[src/source/eth_frame_pkg.sv]
/*
 * Ethernet II frame layout seen by the transmit path.
 * CRC-32 is the reflected IEEE 802.3 form, one byte per call.
 * The FCS is the complement of the final register, LSB first on the wire.
 */
package eth_frame_pkg;

    typedef logic [7:0]  byte_t;
    typedef logic [47:0] mac_addr_t;
    typedef logic [15:0] ether_type_t;
    typedef logic [31:0] crc_t;

    // ==============================
    // Frame format
    // ==============================
    localparam byte_t     PREAMBLE_BYTE  = 8'h55;
    localparam byte_t     SFD_BYTE       = 8'hD5;
    localparam int        PREAMBLE_BYTES = 7;    // SFD not included
    localparam int        HEADER_BYTES   = 14;   // Dest + source + type
    localparam int        FCS_BYTES      = 4;
    localparam mac_addr_t BROADCAST_MAC  = 48'hFFFF_FFFF_FFFF;

    // ==============================
    // CRC-32
    // ==============================
    localparam crc_t CRC_INIT = 32'hFFFF_FFFF;
    localparam crc_t CRC_POLY = 32'hEDB8_8320;   // Reflected 0x04C11DB7

    // Bit-serial loop, unrolled by synthesis into one byte step
    function automatic crc_t crc32_next(crc_t crc, byte_t data);
        crc_t c;
        c = crc ^ {24'h0, data};
        for (int i = 0; i < 8; i++) begin
            c = c[0] ? ((c >> 1) ^ CRC_POLY) : (c >> 1);
        end
        return c;
    endfunction

endpackage

[src/source/mac_stream_pkg.sv]
/*
 * Host-side data path types.
 * Payload words are little-endian, byte 0 in bits 7:0.
 * Payload lengths of 1 to 1500 bytes are legal, zero is not.
 */
package mac_stream_pkg;

    // ==============================
    // Host words
    // ==============================
    typedef logic [31:0] word_t;
    localparam int WORD_BYTES = 4;

    // ==============================
    // Lengths and status
    // ==============================
    typedef logic [15:0] length_t;        // Payload bytes, header and FCS excluded
    typedef logic [31:0] frame_count_t;   // Wraps silently

endpackage

[src/source/tx_payload_unpacker.sv]
/*
 * Splits host payload words into a byte stream, one frame per descriptor.
 * The next descriptor is taken only after the last byte of the frame leaves.
 * A new word is taken in the cycle the previous word's last byte is accepted.
 */
`timescale 1ns/10ps

module tx_payload_unpacker
    import eth_frame_pkg::*;
    import mac_stream_pkg::*;
(
    input  logic    clk,
    input  logic    rst_n,
    input  length_t tx_len,
    input  logic    tx_len_valid,
    output logic    tx_len_ready,
    input  word_t   tx_data,
    input  logic    tx_data_valid,
    output logic    tx_data_ready,
    output byte_t   pay_byte,
    output logic    pay_valid,
    output logic    pay_last,
    input  logic    pay_ready
);

    localparam int IDX_W = $clog2(WORD_BYTES);
    localparam logic [IDX_W-1:0] IDX_LAST = IDX_W'(WORD_BYTES - 1);

    logic             armed;        // Goes high on the first edge after reset
    logic             active;       // Descriptor taken, frame in progress
    logic             word_valid;
    logic [IDX_W-1:0] byte_idx;
    length_t          remaining;
    word_t            word_q;
    logic             byte_take;
    logic             word_done;

    assign pay_byte  = word_q[byte_idx*8 +: 8];
    assign pay_valid = word_valid;
    assign pay_last  = (remaining == length_t'(1));

    assign byte_take = pay_valid && pay_ready;
    assign word_done = byte_take && (byte_idx == IDX_LAST) && !pay_last;

    assign tx_len_ready  = armed && !active;
    assign tx_data_ready = active && (!word_valid || word_done);

    always_ff @(posedge clk or negedge rst_n) begin
        if (!rst_n) begin
            armed      <= 1'b0;
            active     <= 1'b0;
            word_valid <= 1'b0;
            byte_idx   <= '0;
            remaining  <= '0;
        end else begin
            armed <= 1'b1;
            if (tx_len_valid && tx_len_ready) begin
                active    <= 1'b1;
                remaining <= tx_len;
            end
            if (byte_take) begin
                remaining <= remaining - length_t'(1);
                byte_idx  <= byte_idx + IDX_W'(1);
                if (pay_last) begin
                    word_valid <= 1'b0;   // Drop unused high bytes
                    active     <= 1'b0;
                end else if (byte_idx == IDX_LAST) begin
                    word_valid <= 1'b0;
                end
            end
            // Reload wins over the clear above
            if (tx_data_valid && tx_data_ready) begin
                word_valid <= 1'b1;
                byte_idx   <= '0;
            end
        end
    end

    always_ff @(posedge clk) begin
        if (tx_data_valid && tx_data_ready) begin
            word_q <= tx_data;
        end
    end

    // Host must hold a waiting word unchanged
    a_data_stable: assert property (@(posedge clk) disable iff (!rst_n)
        (tx_data_valid && !tx_data_ready) |=> (tx_data_valid && $stable(tx_data)))
        else $error("tx_data changed while waiting for tx_data_ready");

endmodule

[src/source/tx_header_inserter.sv]
/*
 * Prepends broadcast destination, source MAC and EtherType to each frame.
 * The header starts only once the first payload byte is offered,
 * so a stalled host never leaves a half-sent header behind.
 */
`timescale 1ns/10ps

module tx_header_inserter
    import eth_frame_pkg::*;
#(
    parameter mac_addr_t   LOCAL_MAC  = 48'h02_00_00_00_00_01,
    parameter ether_type_t ETHER_TYPE = 16'h0800
) (
    input  logic  clk,
    input  logic  rst_n,
    input  byte_t pay_byte,
    input  logic  pay_valid,
    input  logic  pay_last,
    output logic  pay_ready,
    output byte_t frm_byte,
    output logic  frm_valid,
    output logic  frm_last,
    input  logic  frm_ready
);

    localparam logic [HEADER_BYTES*8-1:0] HDR_BITS = {BROADCAST_MAC, LOCAL_MAC, ETHER_TYPE};
    localparam logic [3:0] HDR_LAST = 4'(HEADER_BYTES - 1);

    typedef enum logic {
        ST_HEADER,
        ST_PAYLOAD
    } state_t;

    state_t     state;
    logic [3:0] hdr_idx;
    byte_t      hdr_byte;

    // First header byte sits in the top bits
    assign hdr_byte = HDR_BITS[(HEADER_BYTES - 1 - int'(hdr_idx)) * 8 +: 8];

    assign frm_valid = pay_valid;   // Payload byte waiting means frame pending

    // ==============================
    // Stream mux
    // ==============================
    always_comb begin
        if (state == ST_HEADER) begin
            frm_byte  = hdr_byte;
            frm_last  = 1'b0;
            pay_ready = 1'b0;
        end else begin
            frm_byte  = pay_byte;
            frm_last  = pay_last;
            pay_ready = frm_ready;
        end
    end

    always_ff @(posedge clk or negedge rst_n) begin
        if (!rst_n) begin
            state   <= ST_HEADER;
            hdr_idx <= '0;
        end else begin
            case (state)
                ST_HEADER: begin
                    if (frm_valid && frm_ready) begin
                        if (hdr_idx == HDR_LAST) begin
                            state   <= ST_PAYLOAD;
                            hdr_idx <= '0;
                        end else begin
                            hdr_idx <= hdr_idx + 4'd1;
                        end
                    end
                end
                ST_PAYLOAD: begin
                    if (pay_valid && pay_ready && pay_last) begin
                        state <= ST_HEADER;
                    end
                end
                default: state <= ST_HEADER;
            endcase
        end
    end

endmodule

[src/source/tx_fcs_inserter.sv]
/*
 * Runs CRC-32 over header and payload and appends the four FCS bytes.
 * Frame bytes pass with zero latency; upstream is held off during the FCS.
 */
`timescale 1ns/10ps

module tx_fcs_inserter
    import eth_frame_pkg::*;
(
    input  logic  clk,
    input  logic  rst_n,
    input  byte_t frm_byte,
    input  logic  frm_valid,
    input  logic  frm_last,
    output logic  frm_ready,
    output byte_t fcs_byte,
    output logic  fcs_valid,
    output logic  fcs_last,
    input  logic  fcs_ready
);

    localparam logic [1:0] FCS_LAST = 2'(FCS_BYTES - 1);

    typedef enum logic {
        ST_PASS,
        ST_FCS
    } state_t;

    state_t     state;
    logic [1:0] fcs_idx;
    crc_t       crc_q;
    crc_t       fcs_val;

    assign fcs_val = ~crc_q;   // Final complement

    always_comb begin
        if (state == ST_PASS) begin
            fcs_byte  = frm_byte;
            fcs_valid = frm_valid;
            fcs_last  = 1'b0;   // Frame ends with the FCS, not here
            frm_ready = fcs_ready;
        end else begin
            fcs_byte  = fcs_val[fcs_idx*8 +: 8];
            fcs_valid = 1'b1;
            fcs_last  = (fcs_idx == FCS_LAST);
            frm_ready = 1'b0;
        end
    end

    always_ff @(posedge clk or negedge rst_n) begin
        if (!rst_n) begin
            state   <= ST_PASS;
            fcs_idx <= '0;
            crc_q   <= CRC_INIT;
        end else begin
            case (state)
                ST_PASS: begin
                    if (frm_valid && frm_ready) begin
                        crc_q <= crc32_next(crc_q, frm_byte);
                        if (frm_last) begin
                            state   <= ST_FCS;
                            fcs_idx <= '0;
                        end
                    end
                end
                ST_FCS: begin
                    if (fcs_ready) begin
                        fcs_idx <= fcs_idx + 2'd1;
                        if (fcs_idx == FCS_LAST) begin
                            state <= ST_PASS;
                            crc_q <= CRC_INIT;   // Ready for next frame
                        end
                    end
                end
                default: state <= ST_PASS;
            endcase
        end
    end

    // Upstream stays blocked for at least the four FCS cycles
    a_fcs_hold: assert property (@(posedge clk) disable iff (!rst_n)
        (frm_valid && frm_ready && frm_last) |=> !frm_ready [*4])
        else $error("frm_ready rose while FCS bytes were pending");

endmodule

[src/source/gmii_tx_driver.sv]
/*
 * Drives registered GMII transmit outputs from the framed byte stream.
 * A missing byte mid-frame becomes one error cycle with zero data.
 * IFG_BYTES must be at least 1.
 */
`timescale 1ns/10ps

module gmii_tx_driver
    import eth_frame_pkg::*;
    import mac_stream_pkg::*;
#(
    parameter int IFG_BYTES = 12
) (
    input  logic         clk,
    input  logic         rst_n,
    input  byte_t        fcs_byte,
    input  logic         fcs_valid,
    input  logic         fcs_last,
    output logic         fcs_ready,
    output byte_t        gmii_tx_d,
    output logic         gmii_tx_en,
    output logic         gmii_tx_er,
    output frame_count_t frame_count
);

    localparam int CNT_MAX = (IFG_BYTES > PREAMBLE_BYTES) ? IFG_BYTES : PREAMBLE_BYTES;
    localparam int CNT_W   = $clog2(CNT_MAX + 1);

    typedef enum logic [1:0] {
        ST_IDLE,
        ST_PREAMBLE,
        ST_DATA,
        ST_GAP
    } state_t;

    state_t           state;
    logic [CNT_W-1:0] cnt;   // Preamble bytes sent, or gap cycles

    assign fcs_ready = (state == ST_DATA);

    // ==============================
    // Transmit FSM
    // ==============================
    always_ff @(posedge clk or negedge rst_n) begin
        if (!rst_n) begin
            state       <= ST_IDLE;
            cnt         <= '0;
            gmii_tx_d   <= '0;
            gmii_tx_en  <= 1'b0;
            gmii_tx_er  <= 1'b0;
            frame_count <= '0;
        end else begin
            case (state)
                ST_IDLE: begin
                    gmii_tx_d  <= '0;
                    gmii_tx_en <= 1'b0;
                    gmii_tx_er <= 1'b0;
                    if (fcs_valid) begin
                        gmii_tx_d  <= PREAMBLE_BYTE;   // First preamble byte
                        gmii_tx_en <= 1'b1;
                        cnt        <= CNT_W'(1);
                        state      <= ST_PREAMBLE;
                    end
                end
                ST_PREAMBLE: begin
                    if (cnt == CNT_W'(PREAMBLE_BYTES)) begin
                        gmii_tx_d <= SFD_BYTE;
                        state     <= ST_DATA;
                    end else begin
                        gmii_tx_d <= PREAMBLE_BYTE;
                        cnt       <= cnt + CNT_W'(1);
                    end
                end
                ST_DATA: begin
                    gmii_tx_en <= 1'b1;
                    if (fcs_valid) begin
                        gmii_tx_d  <= fcs_byte;
                        gmii_tx_er <= 1'b0;
                        if (fcs_last) begin
                            cnt   <= '0;
                            state <= ST_GAP;
                        end
                    end else begin
                        gmii_tx_d  <= '0;     // Underrun
                        gmii_tx_er <= 1'b1;
                    end
                end
                ST_GAP: begin
                    gmii_tx_d  <= '0;
                    gmii_tx_en <= 1'b0;
                    gmii_tx_er <= 1'b0;
                    if (cnt == '0) begin
                        frame_count <= frame_count + frame_count_t'(1);
                    end
                    if (cnt == CNT_W'(IFG_BYTES - 1)) begin
                        cnt   <= '0;
                        state <= ST_IDLE;
                    end else begin
                        cnt <= cnt + CNT_W'(1);
                    end
                end
                default: state <= ST_IDLE;
            endcase
        end
    end

    // An error cycle sits inside a frame that carries on afterwards
    a_er_in_frame: assert property (@(posedge clk) disable iff (!rst_n)
        gmii_tx_er |-> gmii_tx_en ##1 gmii_tx_en)
        else $error("gmii_tx_er outside an active frame");

endmodule

[src/source/mac_tx_top.sv]
/*
 * Gigabit Ethernet MAC, transmit only.
 * Host descriptor and payload channels in, GMII out. No padding to the
 * 46-byte minimum payload; short frames go out as given.
 */
`timescale 1ns/10ps

module mac_tx_top
    import eth_frame_pkg::*;
    import mac_stream_pkg::*;
#(
    parameter mac_addr_t   LOCAL_MAC  = 48'h02_00_00_00_00_01,
    parameter ether_type_t ETHER_TYPE = 16'h0800,
    parameter int          IFG_BYTES  = 12
) (
    input  logic         clk,
    input  logic         rst_n,
    input  length_t      tx_len,
    input  logic         tx_len_valid,
    output logic         tx_len_ready,
    input  word_t        tx_data,
    input  logic         tx_data_valid,
    output logic         tx_data_ready,
    output byte_t        gmii_tx_d,
    output logic         gmii_tx_en,
    output logic         gmii_tx_er,
    output frame_count_t frame_count
);

    // ==============================
    // Inter-stage byte streams
    // ==============================
    byte_t pay_byte, frm_byte, fcs_byte;
    logic  pay_valid, pay_last, pay_ready;
    logic  frm_valid, frm_last, frm_ready;
    logic  fcs_valid, fcs_last, fcs_ready;

    tx_payload_unpacker u_unpacker (
        .clk           (clk),
        .rst_n         (rst_n),
        .tx_len        (tx_len),
        .tx_len_valid  (tx_len_valid),
        .tx_len_ready  (tx_len_ready),
        .tx_data       (tx_data),
        .tx_data_valid (tx_data_valid),
        .tx_data_ready (tx_data_ready),
        .pay_byte      (pay_byte),
        .pay_valid     (pay_valid),
        .pay_last      (pay_last),
        .pay_ready     (pay_ready)
    );

    tx_header_inserter #(
        .LOCAL_MAC  (LOCAL_MAC),
        .ETHER_TYPE (ETHER_TYPE)
    ) u_header (
        .clk       (clk),
        .rst_n     (rst_n),
        .pay_byte  (pay_byte),
        .pay_valid (pay_valid),
        .pay_last  (pay_last),
        .pay_ready (pay_ready),
        .frm_byte  (frm_byte),
        .frm_valid (frm_valid),
        .frm_last  (frm_last),
        .frm_ready (frm_ready)
    );

    tx_fcs_inserter u_fcs (
        .clk       (clk),
        .rst_n     (rst_n),
        .frm_byte  (frm_byte),
        .frm_valid (frm_valid),
        .frm_last  (frm_last),
        .frm_ready (frm_ready),
        .fcs_byte  (fcs_byte),
        .fcs_valid (fcs_valid),
        .fcs_last  (fcs_last),
        .fcs_ready (fcs_ready)
    );

    gmii_tx_driver #(
        .IFG_BYTES (IFG_BYTES)
    ) u_gmii (
        .clk         (clk),
        .rst_n       (rst_n),
        .fcs_byte    (fcs_byte),
        .fcs_valid   (fcs_valid),
        .fcs_last    (fcs_last),
        .fcs_ready   (fcs_ready),
        .gmii_tx_d   (gmii_tx_d),
        .gmii_tx_en  (gmii_tx_en),
        .gmii_tx_er  (gmii_tx_er),
        .frame_count (frame_count)
    );

endmodule

[config.mk]
export PLATFORM = sky130hd
export DESIGN_NAME = mac_tx_top
export DESIGN_NICKNAME = d
export VERILOG_FILES = /design/src/source/eth_frame_pkg.sv /design/src/source/mac_stream_pkg.sv /design/src/source/tx_payload_unpacker.sv /design/src/source/tx_header_inserter.sv /design/src/source/tx_fcs_inserter.sv /design/src/source/gmii_tx_driver.sv /design/src/source/mac_tx_top.sv
export SDC_FILE = /design/constraint.sdc
export NUM_CORES = 1
export LEC_CHECK = 0
export BUFFER_PORTS_ARGS = -buffer_cell sky130_fd_sc_hd__buf_2
export CAP_MARGIN = 20
export CORE_MARGIN = 2
export CORE_UTILIZATION = 59
export CTS_CLUSTER_DIAMETER = 60
export DETAILED_ROUTE_END_ITERATION = 12
export PLACE_DENSITY = 0.81
export RECOVER_POWER = 25
export SLEW_MARGIN = 20
export SYNTH_ARGS = -nofsm -noshare
export SYNTH_HDL_FRONTEND = slang
export SYNTH_HIERARCHICAL = 1
export SYNTH_SLANG_ARGS = --single-unit
[constraint.sdc]
create_clock -name clk -period 3.6 [get_ports clk]
set_input_delay 0.9 -clock clk [delete_from_list [all_inputs] [get_ports clk]]
set_output_delay 0.9 -clock clk [all_outputs]
set_load 0.02 [all_outputs]
=== After elaboration in Yosys (flattened, before gate mapping) ===
Cells that the tools add are included.

* Bits in registers: 141
* Latch bits: 0
* Bits in writable memories: 0
* ROM bits: 0
* Input port bits: 52
* Output and inout bits: 44
* Word-level logic and storage cells: 150
* Memories kept: 0

* $add $sub $neg: 7
* $mul: 0
* Div/mod/pow operators: 0
* Order comparisons: 0
* Equality and inequality tests: 19
* Shift operators: 3
* Multiplexer cells: 64
* Bitwise operators: 12
* Reductions and logical operators: 28

{| class="wikitable"
|+ Operators with widths
! kind !! number
|-
| two-way mux 32 bit || 11
|-
| NOT 13 -> 14 bit || 8
|-
| variable part select 112 x 32 -> 8 bit (first input constant) || 1
|-
| case mux 32 bit (2 select lines) || 1
|-
| variable part select 32 x 6 -> 8 bit || 2
|-
| adder 32 x 1 -> 32 bit (second input constant) || 1
|-
| two-way mux 16 bit || 2
|-
| two-way mux 8 bit || 4
|-
| NOT 32 bit || 1
|-
| case mux 8 bit (4 select lines) || 1
|-
| bitwise XOR 32 x 8 -> 32 bit || 1
|-
| two-way mux 4 bit || 6
|-
| two-way mux 1 bit || 21
|-
| two-way mux 2 bit || 10
|-
| == test 16 x 1 -> 1 bit (second input constant) || 1
|-
| case mux 4 bit (4 select lines) || 1
|-
| subtractor 16 x 1 -> 16 bit (second input constant) || 1
|-
| inequality test 2 bit (second input constant) || 7
|-
| logical AND 1 bit || 9
|-
| adder 4 x 1 -> 4 bit (second input constant) || 2
|-
| == test 2 bit (second input constant) || 4
|-
| == test 4 bit (second input constant) || 2
|-
| case mux 2 bit (4 select lines) || 1
|-
| two-way mux 7 bit || 1
|-
| other kinds (20) || 34
|}

=== Longest topological paths before layout ===
Gate-level depths: netlist of run 1.

* Depth in word-level cells: 22
* Gate-level depth with buffers: 10
* Depth with buffers taken out: 10

=== Hierarchy ===
Netlist of run 1, hierarchy kept.

{| class="wikitable"
|+ Modules (own cells, without submodules)
! module !! instances !! cells an instance !! area each (um^2) !! sequential area each (um^2)
|-
| tx_payload_unpacker || 1 || 182 || 2437.3 || 1486.4
|-
| tx_fcs_inserter || 1 || 216 || 2421.1 || 915.9
|-
| gmii_tx_driver || 1 || 219 || 2379.8 || 1201.2
|-
| tx_header_inserter || 1 || 59 || 476.7 || 125.1
|}

=== Worst setup path before layout of run 1 ===
No wires, ideal clock.

* Path kind: flip-flop to flip-flop
* From: register u_gmii.state[0]
* To: register u_unpacker.word_q[0], enable pin
* Library setup time: 403 ps
* Arrival time: 2460 ps
* Required time: 3197 ps
* Setup slack: 737 ps
* Stages on the path, launching flop included: 8
* Buffers on the path: 0
* Period minus slack after synthesis: 2863 ps
* Cells stage by stage: dfrtp_1 -> inv_1 -> ha_1 -> nor2b_1 -> and2_1 -> nand2_1 -> a21o_1 -> a21oi_2

* Longest elaborated chain between the ends: 9

{| class="wikitable"
|+ Ends and longest elaborated chain
! item !! RTL line !! RTL
|-
| start, declared || gmii_tx_driver.sv:36 || <nowiki>state_t state;</nowiki>
|-
| start signal, assigned || gmii_tx_driver.sv:46 || <nowiki>state <= ST_IDLE;</nowiki>
|-
| start signal, assigned || gmii_tx_driver.sv:62 || <nowiki>state <= ST_PREAMBLE;</nowiki>
|-
| start signal, assigned || gmii_tx_driver.sv:68 || <nowiki>state <= ST_DATA;</nowiki>
|-
| == test 2 bit || gmii_tx_driver.sv:39 || <nowiki>assign fcs_ready = (state == ST_DATA);</nowiki>
|-
| via fcs_ready || mac_tx_top.sv:36 || <nowiki>logic fcs_valid, fcs_last, fcs_ready;</nowiki>
|-
| two-way mux 1 bit || tx_fcs_inserter.sv:37 || <nowiki>if (state == ST_PASS) begin</nowiki>
|-
| via frm_ready || mac_tx_top.sv:35 || <nowiki>logic frm_valid, frm_last, frm_ready;</nowiki>
|-
| two-way mux 1 bit || tx_header_inserter.sv:47 || <nowiki>if (state == ST_HEADER) begin</nowiki>
|-
| via pay_ready || mac_tx_top.sv:34 || <nowiki>logic pay_valid, pay_last, pay_ready;</nowiki>
|-
| logical AND 1 bit || tx_payload_unpacker.sv:42 || <nowiki>assign byte_take = pay_valid && pay_ready;</nowiki>
|-
| logical AND 1 bit (2 in series) || tx_payload_unpacker.sv:43 || <nowiki>assign word_done = byte_take && (byte_idx == IDX_LAST) && !pay_last;</nowiki>
|-
| logical OR 1 bit || tx_payload_unpacker.sv:46 || <nowiki>assign tx_data_ready = active && (!word_valid || word_done);</nowiki>
|-
| logical AND 1 bit || tx_payload_unpacker.sv:46 ||
|-
| logical AND 1 bit || tx_payload_unpacker.sv:80 || <nowiki>if (tx_data_valid && tx_data_ready) begin</nowiki>
|-
| end signal, assigned || tx_payload_unpacker.sv:81 || <nowiki>word_q <= tx_data;</nowiki>
|-
| end, declared || tx_payload_unpacker.sv:34 || <nowiki>word_t word_q;</nowiki>
|}

The timed path passes the listed nets, and every way through them passes these cells.
A chain may end at the register's enable or synchronous reset.

=== Worst setup path in the final report of run 1 ===
* From: register u_unpacker.remaining[1]
* To: output tx_data_ready

* Longest elaborated chain between the ends: 5

{| class="wikitable"
|+ Ends and longest elaborated chain
! item !! RTL line !! RTL
|-
| start, declared || tx_payload_unpacker.sv:33 || <nowiki>length_t remaining;</nowiki>
|-
| start signal, assigned || tx_payload_unpacker.sv:59 || <nowiki>remaining <= tx_len;</nowiki>
|-
| start signal, assigned || tx_payload_unpacker.sv:62 || <nowiki>remaining <= remaining - length_t'(1);</nowiki>
|-
| == test 16 x 1 -> 1 bit || tx_payload_unpacker.sv:40 || <nowiki>assign pay_last = (remaining == length_t'(1));</nowiki>
|-
| via pay_last || mac_tx_top.sv:34 ||
|-
| logical NOT 1 bit || tx_payload_unpacker.sv:43 ||
|-
| logical AND 1 bit || tx_payload_unpacker.sv:43 ||
|-
| logical OR 1 bit || tx_payload_unpacker.sv:46 ||
|-
| logical AND 1 bit || tx_payload_unpacker.sv:46 ||
|-
| end, declared || mac_tx_top.sv:23 || <nowiki>output logic tx_data_ready,</nowiki>
|}

The timed path passes the listed nets, and every way through them passes these cells.

==> impl_metrics.env, run 1 <==
export IMPL_status="complete, but fails checks"
export IMPL_failed_checks="capacitance limit, slew limit"
export IMPL_ys_top_cells_by_area="dfrtp_1 25%, edfxtp_1 12%, dfstp_2 11%, xnor2_1 6.8%, mux4_2 4.4%"
export IMPL_cts_tree="yes"
export IMPL_avgSynthCellArea_um2=11.4
export IMPL_grt_pass1_wl_um=28900
export IMPL_dp_slack_ns=0.571
export IMPL_syn_num_nets=746
export IMPL_synth_area_mm2=0.00771
export IMPL_die_w_um=118
export IMPL_areaGrowthSynthToFinish_pct=17.1
export IMPL_synthSimpleGateAreaFrac=0.163
export IMPL_synth_area_mux_share=0.0527
export IMPL_required_ns=2.70
export IMPL_fin_setup_tns_ns=0
export IMPL_fin_nets=844
export IMPL_worst_hold_path_type="flop to flop"
export IMPL_path_clk_slew_ns=0.06
export IMPL_drtAntennaViolNets=0
export IMPL_drtIter0Drc=591
export IMPL_antenna_diode_count=0
export IMPL_arrival_ns=2.48
export IMPL_report_final_slew_viol_count=71
export IMPL_hpwl_um=12100
export IMPL_start_util=0.609
export IMPL_worst_pin_slew_ns=1.78
export IMPL_cts_buffers_inserted=17
export IMPL_reg2reg_slack_ns=0.53
export IMPL_setup_viol=0
export IMPL_root_buffer="clkbuf_16"
export IMPL_fmax_mhz=296
export IMPL_finClkSkew_ns=0.00951
export IMPL_endpoint_kind="output port"
export IMPL_path_cells="inv_1 > ha_1 > or4b_1 > nor4_4 > o21ai_0 > and2_1 > buf_2"
export IMPL_grt_pass1_vias=5712
export IMPL_synth_flop_cell="dfrtp_1"
export IMPL_finalHoldViolCount=0
export IMPL_crit_fanout=4
export IMPL_final_area_mm2=0.00904
export IMPL_synth_common_cells="77 x dfrtp_1, 60 x xnor2_1, 59 x nor2_1"
export IMPL_post_route_period_util=0.938
export IMPL_rsz0062_at_grt="false"
export IMPL_cp_slowest_stage_delay_ns=0.49
export IMPL_synth_top_family_by_area="simple AND/OR/NAND/NOR gates"
export IMPL_slew_headroom=-0.187
export IMPL_ys_warn_count=6
export IMPL_min_period_ns=3.38
export IMPL_cp_slowest_cell="or4b_1"
export IMPL_overflow=0
export IMPL_io_pins=96
export IMPL_cp_start_kind="flop"
export IMPL_clk_path_buf_depth=2
export IMPL_drcViolationCount=0
export IMPL_placedCellCount=926
export IMPL_grt_max_degree=72
export IMPL_grt_use_total=0.262
export IMPL_synth_seq_cells=141
export IMPL_async_reset_ff_frac=0.773
export IMPL_synth_fa_ha_area_frac=0.0292
export IMPL_fillers=883
export IMPL_die_area_mm2=0.0140
export IMPL_synth_compound_area_frac=0.0994
export IMPL_synthXorXnorAreaFrac=0.147
export IMPL_gp_congestion=0.894
export IMPL_final_cells=959
export IMPL_ys_types=74
export IMPL_synth_seq_area_share=0.483
export IMPL_vias=5669
export IMPL_h_tree_depth=4
export IMPL_antenna_found_initial=0
export IMPL_port_buffers=95
export IMPL_wl_per_cell_um=18.1
export IMPL_die_y_um=118
export IMPL_clock_latency_ns=0.43
export IMPL_row_count=41
export IMPL_critPathTopFamily="simple AND/OR/NAND/NOR gates"
export IMPL_placed_area_mm2=0.00838
export IMPL_final_setup_worst_slack_ns=0.222
export IMPL_synthCells=676
export IMPL_synth_top_cell_by_area="dfrtp_1"
export IMPL_vias_per_cell=5.91
export IMPL_clock_sinks=141
export IMPL_routed_wirelength_um=17300
export IMPL_cts_hold_buf=0
export IMPL_fp_coreArea_mm2=0.0127
export IMPL_synth_edf_count=32
export IMPL_yosysMostFrequentCell="dfrtp_1"
export IMPL_drtPass1Iterations=4
export IMPL_critPathBufInv=2
export IMPL_drv_cap=1
export IMPL_drive_gt1_frac=0.287
export IMPL_critical_path_class="flop to output port"
export IMPL_yosysTopAreaCellShare=0.250
timing repair:
action | 4_1_cts | 5_1_grt
endpoints found under the hold margin | 0 | 0
setup buffers | 0 | 1
endpoints found under the setup margin | 0 | 1
resized for setup | 0 | 0
cell type report:
cell class                      count  area [um2]  share of cell area
Multi-Input combinational cell    490        3800               0.421
Sequential cell                   141        3730               0.413
Clock inverter                      8         153              0.0169
Inverter                           18        67.6             0.00748
Clock buffer                       24         502              0.0555
Tap cell                          172         215              0.0238
Timing Repair Buffer              106         571              0.0631
layer usage:
metal	track usage	share of wire
met5	0	0
met2	0.428	0.51
met3	0.0550	0.058
met4	0.0828	0.016
met1	0.353	0.42
cell usage in the layout, fill, tap and decap left out, drive strengths merged, types with 5 or more instances in the layout:
cell | netlist | layout
buf | 11 | 105
dfrtp | 77 | 77
xnor2 | 73 | 73
nor2 | 62 | 62
a21oi | 52 | 52
nand2 | 47 | 47
xor2 | 33 | 33
dfstp | 32 | 32
edfxtp | 32 | 32
o21ai | 26 | 26
clkbuf | 16 | 25
nand3 | 19 | 19
inv | 18 | 19
ha | 18 | 18
mux4 | 16 | 16
nand4 | 13 | 13
nor3 | 13 | 13
nor4 | 12 | 12
and2 | 10 | 10
and3 | 8 | 8
or4 | 5 | 5
cell families (layout without fill, tap and decap cells):
logic type,after synthesis,in the layout
AO/OA/AOI/OAI,121,121
XOR/XNOR,106,106
adder cells (fa/ha/maj),18,18
buffers and inverters,45,156
flip-flops,141,141
multiplexers,20,20
other,1,1
AND/OR/NAND/NOR,224,224
worst register-to-register path, stage by stage (launching register included):
cell	delay [ns]
dfrtp_1	0.42
inv_1	0.12
ha_1	0.36
a21o_1	0.17
a211o_1	0.40
nand2_1	0.24
xnor2_2	0.21
xnor2_1	0.37
xor2_1	0.37
xnor2_1	0.14
o22a_1	0.19
through the flow:
stage | utilization | hold WS (ns)
floorplan | - | 0.480
global placement | 0.661 | 0.456
detailed placement | 0.661 | 0.469
CTS | 0.713 | 0.481
global route | 0.713 | 0.499
finish | 0.713 | 0.478
path summary, 6_finish.rpt:
| path | from | end | depth (start not counted) |
|---|---|---|---|
| min reg2reg | u_gmii/frame_count[31] | u_gmii/frame_count[31] | 1 |
| min in group asynchronous | rst_n | u_fcs/fcs_idx[0] | 1 |
| max in group asynchronous | rst_n | u_gmii/frame_count[4] | 1 |
| min | u_gmii/frame_count[31] | u_gmii/frame_count[31] | 1 |
| max reg2reg | u_header/hdr_idx[1] | u_fcs/crc_q[19] | 10 |
| max | u_unpacker/remaining[1] | tx_data_ready | 7 |
state kept, by name (all words and copies together), names as in the netlist, 2 cells and up:
register / cells
u_fcs/crc_q: 32
u_gmii/state: 2
u_header/hdr_idx: 4
u_gmii/cnt: 4
u_fcs/fcs_idx: 2
u_unpacker/word_q: 32
u_gmii/gmii_tx_d: 8
u_unpacker/remaining: 16
u_unpacker/byte_idx: 2
u_gmii/frame_count: 32
Power of run 1 is not shown: default switching activity piles up to over one toggle a cycle in this logic, so the estimate is an artifact.
==> run 2: changes to the inputs <==
- REMOVE_ABC_BUFFERS: not set -> 1
==> run 2 against run 1 <==
The flow now finishes without violations. First-iteration DRC count fell by 30%. Count of clock-buffer cells in the layout fell by 5. Clock skew shrank 0.0040 ns. Global-route usage shrank 1.4 points. Setup slack lost 0.014 ns. Critical endpoint unchanged. Register-to-register slack lost 0.02 ns. Via count decreased by 1.9%. Hold slack got worse by 0.0019 ns. Wire length down 5.3%. Final area decreased by 1.2%. Final cell count down 0.42%. Sequential share of layout area rose by 0.50 points.
==> impl_metrics.env, run 2 (synthesis results as in run 1) <==
export IMPL_drcViolationCount=0
export IMPL_port_buffers=95
export IMPL_wl_per_cell_um=17.2
export IMPL_overflow=0
export IMPL_clk_path_buf_depth=2
export IMPL_critical_path_class="flop to output port"
export IMPL_clock_latency_ns=0.42
export IMPL_finish_utilization=0.705
export IMPL_min_to="u_gmii/frame_count[31]"
export IMPL_grt_pass1_vias=5570
export IMPL_h_tree_depth=4
export IMPL_gp_congestion=0.875
export IMPL_cp_slowest_cell="or4b_1"
export IMPL_row_count=41
export IMPL_cts_tree="yes"
export IMPL_drv_cap=0
export IMPL_die_w_um=118
export IMPL_rsz0062_at_grt="false"
export IMPL_hpwl_um=11400
export IMPL_drtIter0Drc=416
export IMPL_rr_worst_depth=9
export IMPL_crit_fanout=5
export IMPL_grt_max_degree=59
export IMPL_min_from="u_gmii/frame_count[31]"
export IMPL_r2r_end="u_fcs/crc_q[13]"
export IMPL_antenna_diode_count=0
export IMPL_final_common_cell="buf_2"
export IMPL_fmax_mhz=295
export IMPL_register_area_mm2=0.00373
export IMPL_setup_viol=0
export IMPL_root_buffer="clkbuf_16"
export IMPL_grt_use_total=0.248
export IMPL_cts_hold_buf=0
export IMPL_io_pins=96
export IMPL_routed_wirelength_um=16400
export IMPL_reg2reg_slack_ns=0.51
export IMPL_worst_pin_slew_ns=1.37
export IMPL_vias=5561
export IMPL_multi_input_area_mm2=0.00380
export IMPL_antenna_found_initial=0
export IMPL_cts_buffers_inserted=17
export IMPL_hold_path_depth=1
export IMPL_cp_start_kind="flop"
export IMPL_worst_hold_path_type="flop to flop"
export IMPL_finClkSkew_ns=0.00548
export IMPL_drtPass1Iterations=5
export IMPL_path_clk_slew_ns=0.06
export IMPL_slew_headroom=0.0851
export IMPL_post_route_period_util=0.942
export IMPL_clock_sinks=141
export IMPL_die_area_mm2=0.0140
export IMPL_areaGrowthSynthToFinish_pct=15.7
export IMPL_fillers=895
export IMPL_postCtsResizedCells=0
export IMPL_cts_setup_buffers=0
export IMPL_drtAntennaViolNets=0
export IMPL_finalHoldViolCount=0
export IMPL_endpoint_kind="output port"
export IMPL_fp_coreArea_mm2=0.0127
export IMPL_reg_top3="u_fcs/crc_q x32, u_gmii/frame_count x32, u_unpacker/word_q x32"
export IMPL_cp_slowest_stage_delay_ns=0.48
export IMPL_drive_gt1_frac=0.284
export IMPL_path_cells="inv_1 > ha_1 > or4b_1 > nor4_4 > o21ai_0 > and2_1 > buf_2"
export IMPL_min_period_ns=3.39
export IMPL_vias_per_cell=5.82
export IMPL_fin_setup_tns_ns=0
export IMPL_report_final_slew_viol_count=0
export IMPL_fin_nets=840
export IMPL_start_util=0.609
export IMPL_final_cell_mix="94 x buf_2, 77 x dfrtp_1, 60 x xnor2_1"
export IMPL_grt_pass1_wl_um=27700
export IMPL_die_y_um=118
export IMPL_required_ns=2.70
export IMPL_reg2reg_from="u_header/hdr_idx[2]"
export IMPL_arrival_ns=2.49
export IMPL_status="complete, no violations"
==> run 2: cell count changes in the layout (fill, tap and decap cells not counted) <==
cell / delta
buf_4: -4
bufinv_16: -2
clkbuf_8: -5
clkinv_2: +1
clkinv_4: +1
clkinvlp_4: +5
==> run 2: metal layers <==
layer,global-route usage,vias to the layer above,part of all wire
li1,-,2607,-
met1,0.331,2714,0.43
met2,0.399,210,0.50
met3,0.0574,30,0.055
met4,0.0858,0,0.019
met5,0,-,0
==> run 2: worst max-delay path, delay by kind of cell, from the launching register on <==
family | cells | cell delay [ns]
adders and majority gates | 1 | 0.14
buffers and inverters | 2 | 0.25
and+or+nand+nor | 3 | 1.13
DFF | 1 | 0.38
AOI/OAI and AO/OA | 1 | 0.17
==> run 2: cell type report <==
cell class | instances | share of cell area
flip-flops and latches | 141 | 0.418
multi-input cells | 490 | 0.426
repair buffers | 102 | 0.0605
inverters | 18 | 0.00757
clock inverters | 13 | 0.0161
clock buffers | 19 | 0.0485
well taps | 172 | 0.0241
==> run 2: worst max-delay path by stage <==
| stage | end | startpoint | depth (start not counted) | slack [ns] |
|---|---|---|---|---|
| 2_1_floorplan | u_unpacker/word_q[0] | u_gmii/state[0] | 7 | 0.57 |
| 6_report | tx_data_ready | u_unpacker/remaining[1] | 7 | 0.21 |
| 4_1_cts | tx_data_ready | u_unpacker/remaining[1] | 7 | 0.20 |
| 3_3_place_gp | u_fcs/crc_q[13] | u_header/hdr_idx[1] | 9 | 0.66 |
| 5_1_grt | tx_data_ready | u_unpacker/remaining[1] | 7 | 0.02 |
| 3_5_place_dp | u_fcs/crc_q[13] | u_header/hdr_idx[1] | 9 | 0.53 |
==> run 2: metrics by stage <==
stage	std cells	cell area (um2)	hold slack [ns]	setup slack (ns)
floorplan	649	7590	0.480	0.567
global placement	923	8350	0.457	0.662
detailed placement	923	8350	0.462	0.533
CTS	955	8930	0.474	0.201
global route	955	8930	0.511	0.0223
finish	955	8930	0.476	0.208
Power of run 2 is left out for the same reason.
==> run 3: changes to the inputs <==
- CORE_MARGIN: 2 -> 4
- CORE_UTILIZATION: 59 -> 61
- CTS_BUF_LIST: not set -> sky130_fd_sc_hd__clkbuf_4
- PLACE_DENSITY: 0.81 -> 0.83
==> run 3 against run 2 <==
The run now ends with capacitance limit, slew limit left. Flip-flop and latch count is the same. First-iteration DRC count grew 7.7%. Sequential share of layout area grew 1.6 points. Clock skew grew 0.016 ns. Setup slack lost 0.059 ns. Maximum frequency shrank 1.7%. Register-to-register slack gained 0.06 ns. Critical endpoint unchanged. Largest cell class unchanged. Highest routed layer unchanged.
==> impl_metrics.env, run 3 (synthesis results as in run 1) <==
export IMPL_status="complete, but fails checks"
export IMPL_failed_checks="capacitance limit, slew limit"
export IMPL_crit_fanout=5
export IMPL_die_w_um=120
export IMPL_reg2reg_slack_ns=0.57
export IMPL_cts_tree="yes"
export IMPL_report_final_slew_viol_count=51
export IMPL_finClkSkew_ns=0.0219
export IMPL_gp_congestion=0.867
export IMPL_die_y_um=120
export IMPL_final_common_cell="buf_2"
export IMPL_clock_sinks=141
export IMPL_min_from="u_gmii/gmii_tx_en"
export IMPL_final_area_mm2=0.00860
export IMPL_rr_worst_depth=9
export IMPL_placed_area_mm2=0.00835
export IMPL_io_pins=96
export IMPL_hpwl_um=11800
export IMPL_worst_hold_path_type="flop to flop"
export IMPL_reg2reg_from="u_header/hdr_idx[1]"
export IMPL_root_buffer="clkbuf_4"
export IMPL_antenna_diode_count=0
export IMPL_clock_latency_ns=0.55
export IMPL_vias=5568
export IMPL_r2r_end="u_fcs/crc_q[13]"
export IMPL_hold_path_depth=2
export IMPL_drtIter0Drc=448
export IMPL_routed_wirelength_um=16400
export IMPL_endpoint_kind="output port"
export IMPL_worst_pin_slew_ns=2.86
export IMPL_path_clk_slew_ns=0.12
export IMPL_vias_per_cell=5.85
export IMPL_wl_per_cell_um=17.2
export IMPL_antenna_found_initial=0
export IMPL_clk_path_buf_depth=2
export IMPL_cts_buffers_inserted=17
export IMPL_drcViolationCount=0
export IMPL_whs_ns=0.492
export IMPL_drtAntennaViolNets=0
export IMPL_overflow=0
export IMPL_min_to="u_gmii/gmii_tx_en"
export IMPL_final_setup_worst_slack_ns=0.149
export IMPL_post_route_period_util=0.959
export IMPL_drv_cap=1
export IMPL_grt_pass1_wl_um=27400
export IMPL_grt_pass1_vias=5539
export IMPL_min_period_ns=3.45
export IMPL_row_count=40
export IMPL_setup_viol=0
export IMPL_arrival_ns=2.55
export IMPL_die_area_mm2=0.0145
export IMPL_drive_gt1_frac=0.284
export IMPL_port_buffers=95
export IMPL_fin_nets=841
export IMPL_cp_start_kind="flop"
export IMPL_rsz0062_at_grt="false"
export IMPL_h_tree_depth=4
export IMPL_slew_headroom=-0.905
export IMPL_fin_setup_tns_ns=0
export IMPL_required_ns=2.70
export IMPL_dp_slack_ns=0.581
export IMPL_drtPass1Iterations=5
export IMPL_finalHoldViolCount=0
export IMPL_grt_use_total=0.236
export IMPL_areaGrowthSynthToFinish_pct=11.4
export IMPL_start_util=0.632
export IMPL_critical_path_class="flop to output port"
export IMPL_reg_top3="u_fcs/crc_q x32, u_gmii/frame_count x32, u_unpacker/word_q x32"
export IMPL_final_cell_mix="94 x buf_2, 76 x dfrtp_1, 60 x xnor2_1"
export IMPL_fp_coreArea_mm2=0.0122
export IMPL_grt_max_degree=60
export IMPL_fmax_mhz=290
## run 3: how the worst max path moves through the flow
stage	start	endpoint	slack (ns)	cells past startpoint
floorplan	u_gmii/state[0]	u_unpacker/word_q[0]	0.57	7
global placement	u_header/hdr_idx[1]	u_fcs/crc_q[13]	0.69	9
detailed placement	u_header/hdr_idx[1]	u_fcs/crc_q[13]	0.58	9
CTS	u_unpacker/remaining[1]	tx_data_ready	0.03	7
global route	u_unpacker/remaining[1]	tx_data_ready	0.001	8
finish	u_unpacker/remaining[1]	tx_data_ready	0.15	8
## run 3: what timing repair did
item / in CTS / in global routing
setup buffers: 0 / 1
endpoints found under the setup margin: 0 / 1
gates resized for setup: 0 / 2
hold buffers: 0 / 0
endpoints found under the hold margin: 0 / 0
## run 3: per-stage QoR
| step | util | std cells |
|---|---|---|
| 2_1_floorplan | - | 649 |
| 6_report | 0.704 | 952 |
| 3_3_place_gp | 0.684 | 919 |
| 3_5_place_dp | 0.684 | 919 |
| 5_1_grt | 0.704 | 952 |
| 4_1_cts | 0.703 | 951 |
## run 3: critical path: stages, from the launching register on
cell	delay (ns)
dfrtp_1	0.41
inv_1	0.10
ha_1	0.15
or4b_4	0.47
nor4_4	0.27
buf_4	0.18
o21ai_0	0.11
and2_1	0.18
buf_2	0.15
## run 3: final cells by class
class                      count  area [um2]
inverter                      18        67.6
sequential                   141        3730
clock inverter                14         104
timing repair buffer         103         547
clock buffer                  18         135
fill                         904        3610
multi-input combinational    490        3800
tap                          168         210
## run 3: routing by layer
layer  wire [um]  vias to the layer above  GRT usage
li1            -                     2610          -
met1        6860                     2718      0.311
met2        8220                      221      0.389
met3        1120                       19     0.0585
met4         202                        0     0.0744
met5           0                        -          0
Power of run 3 is left out for the same reason.
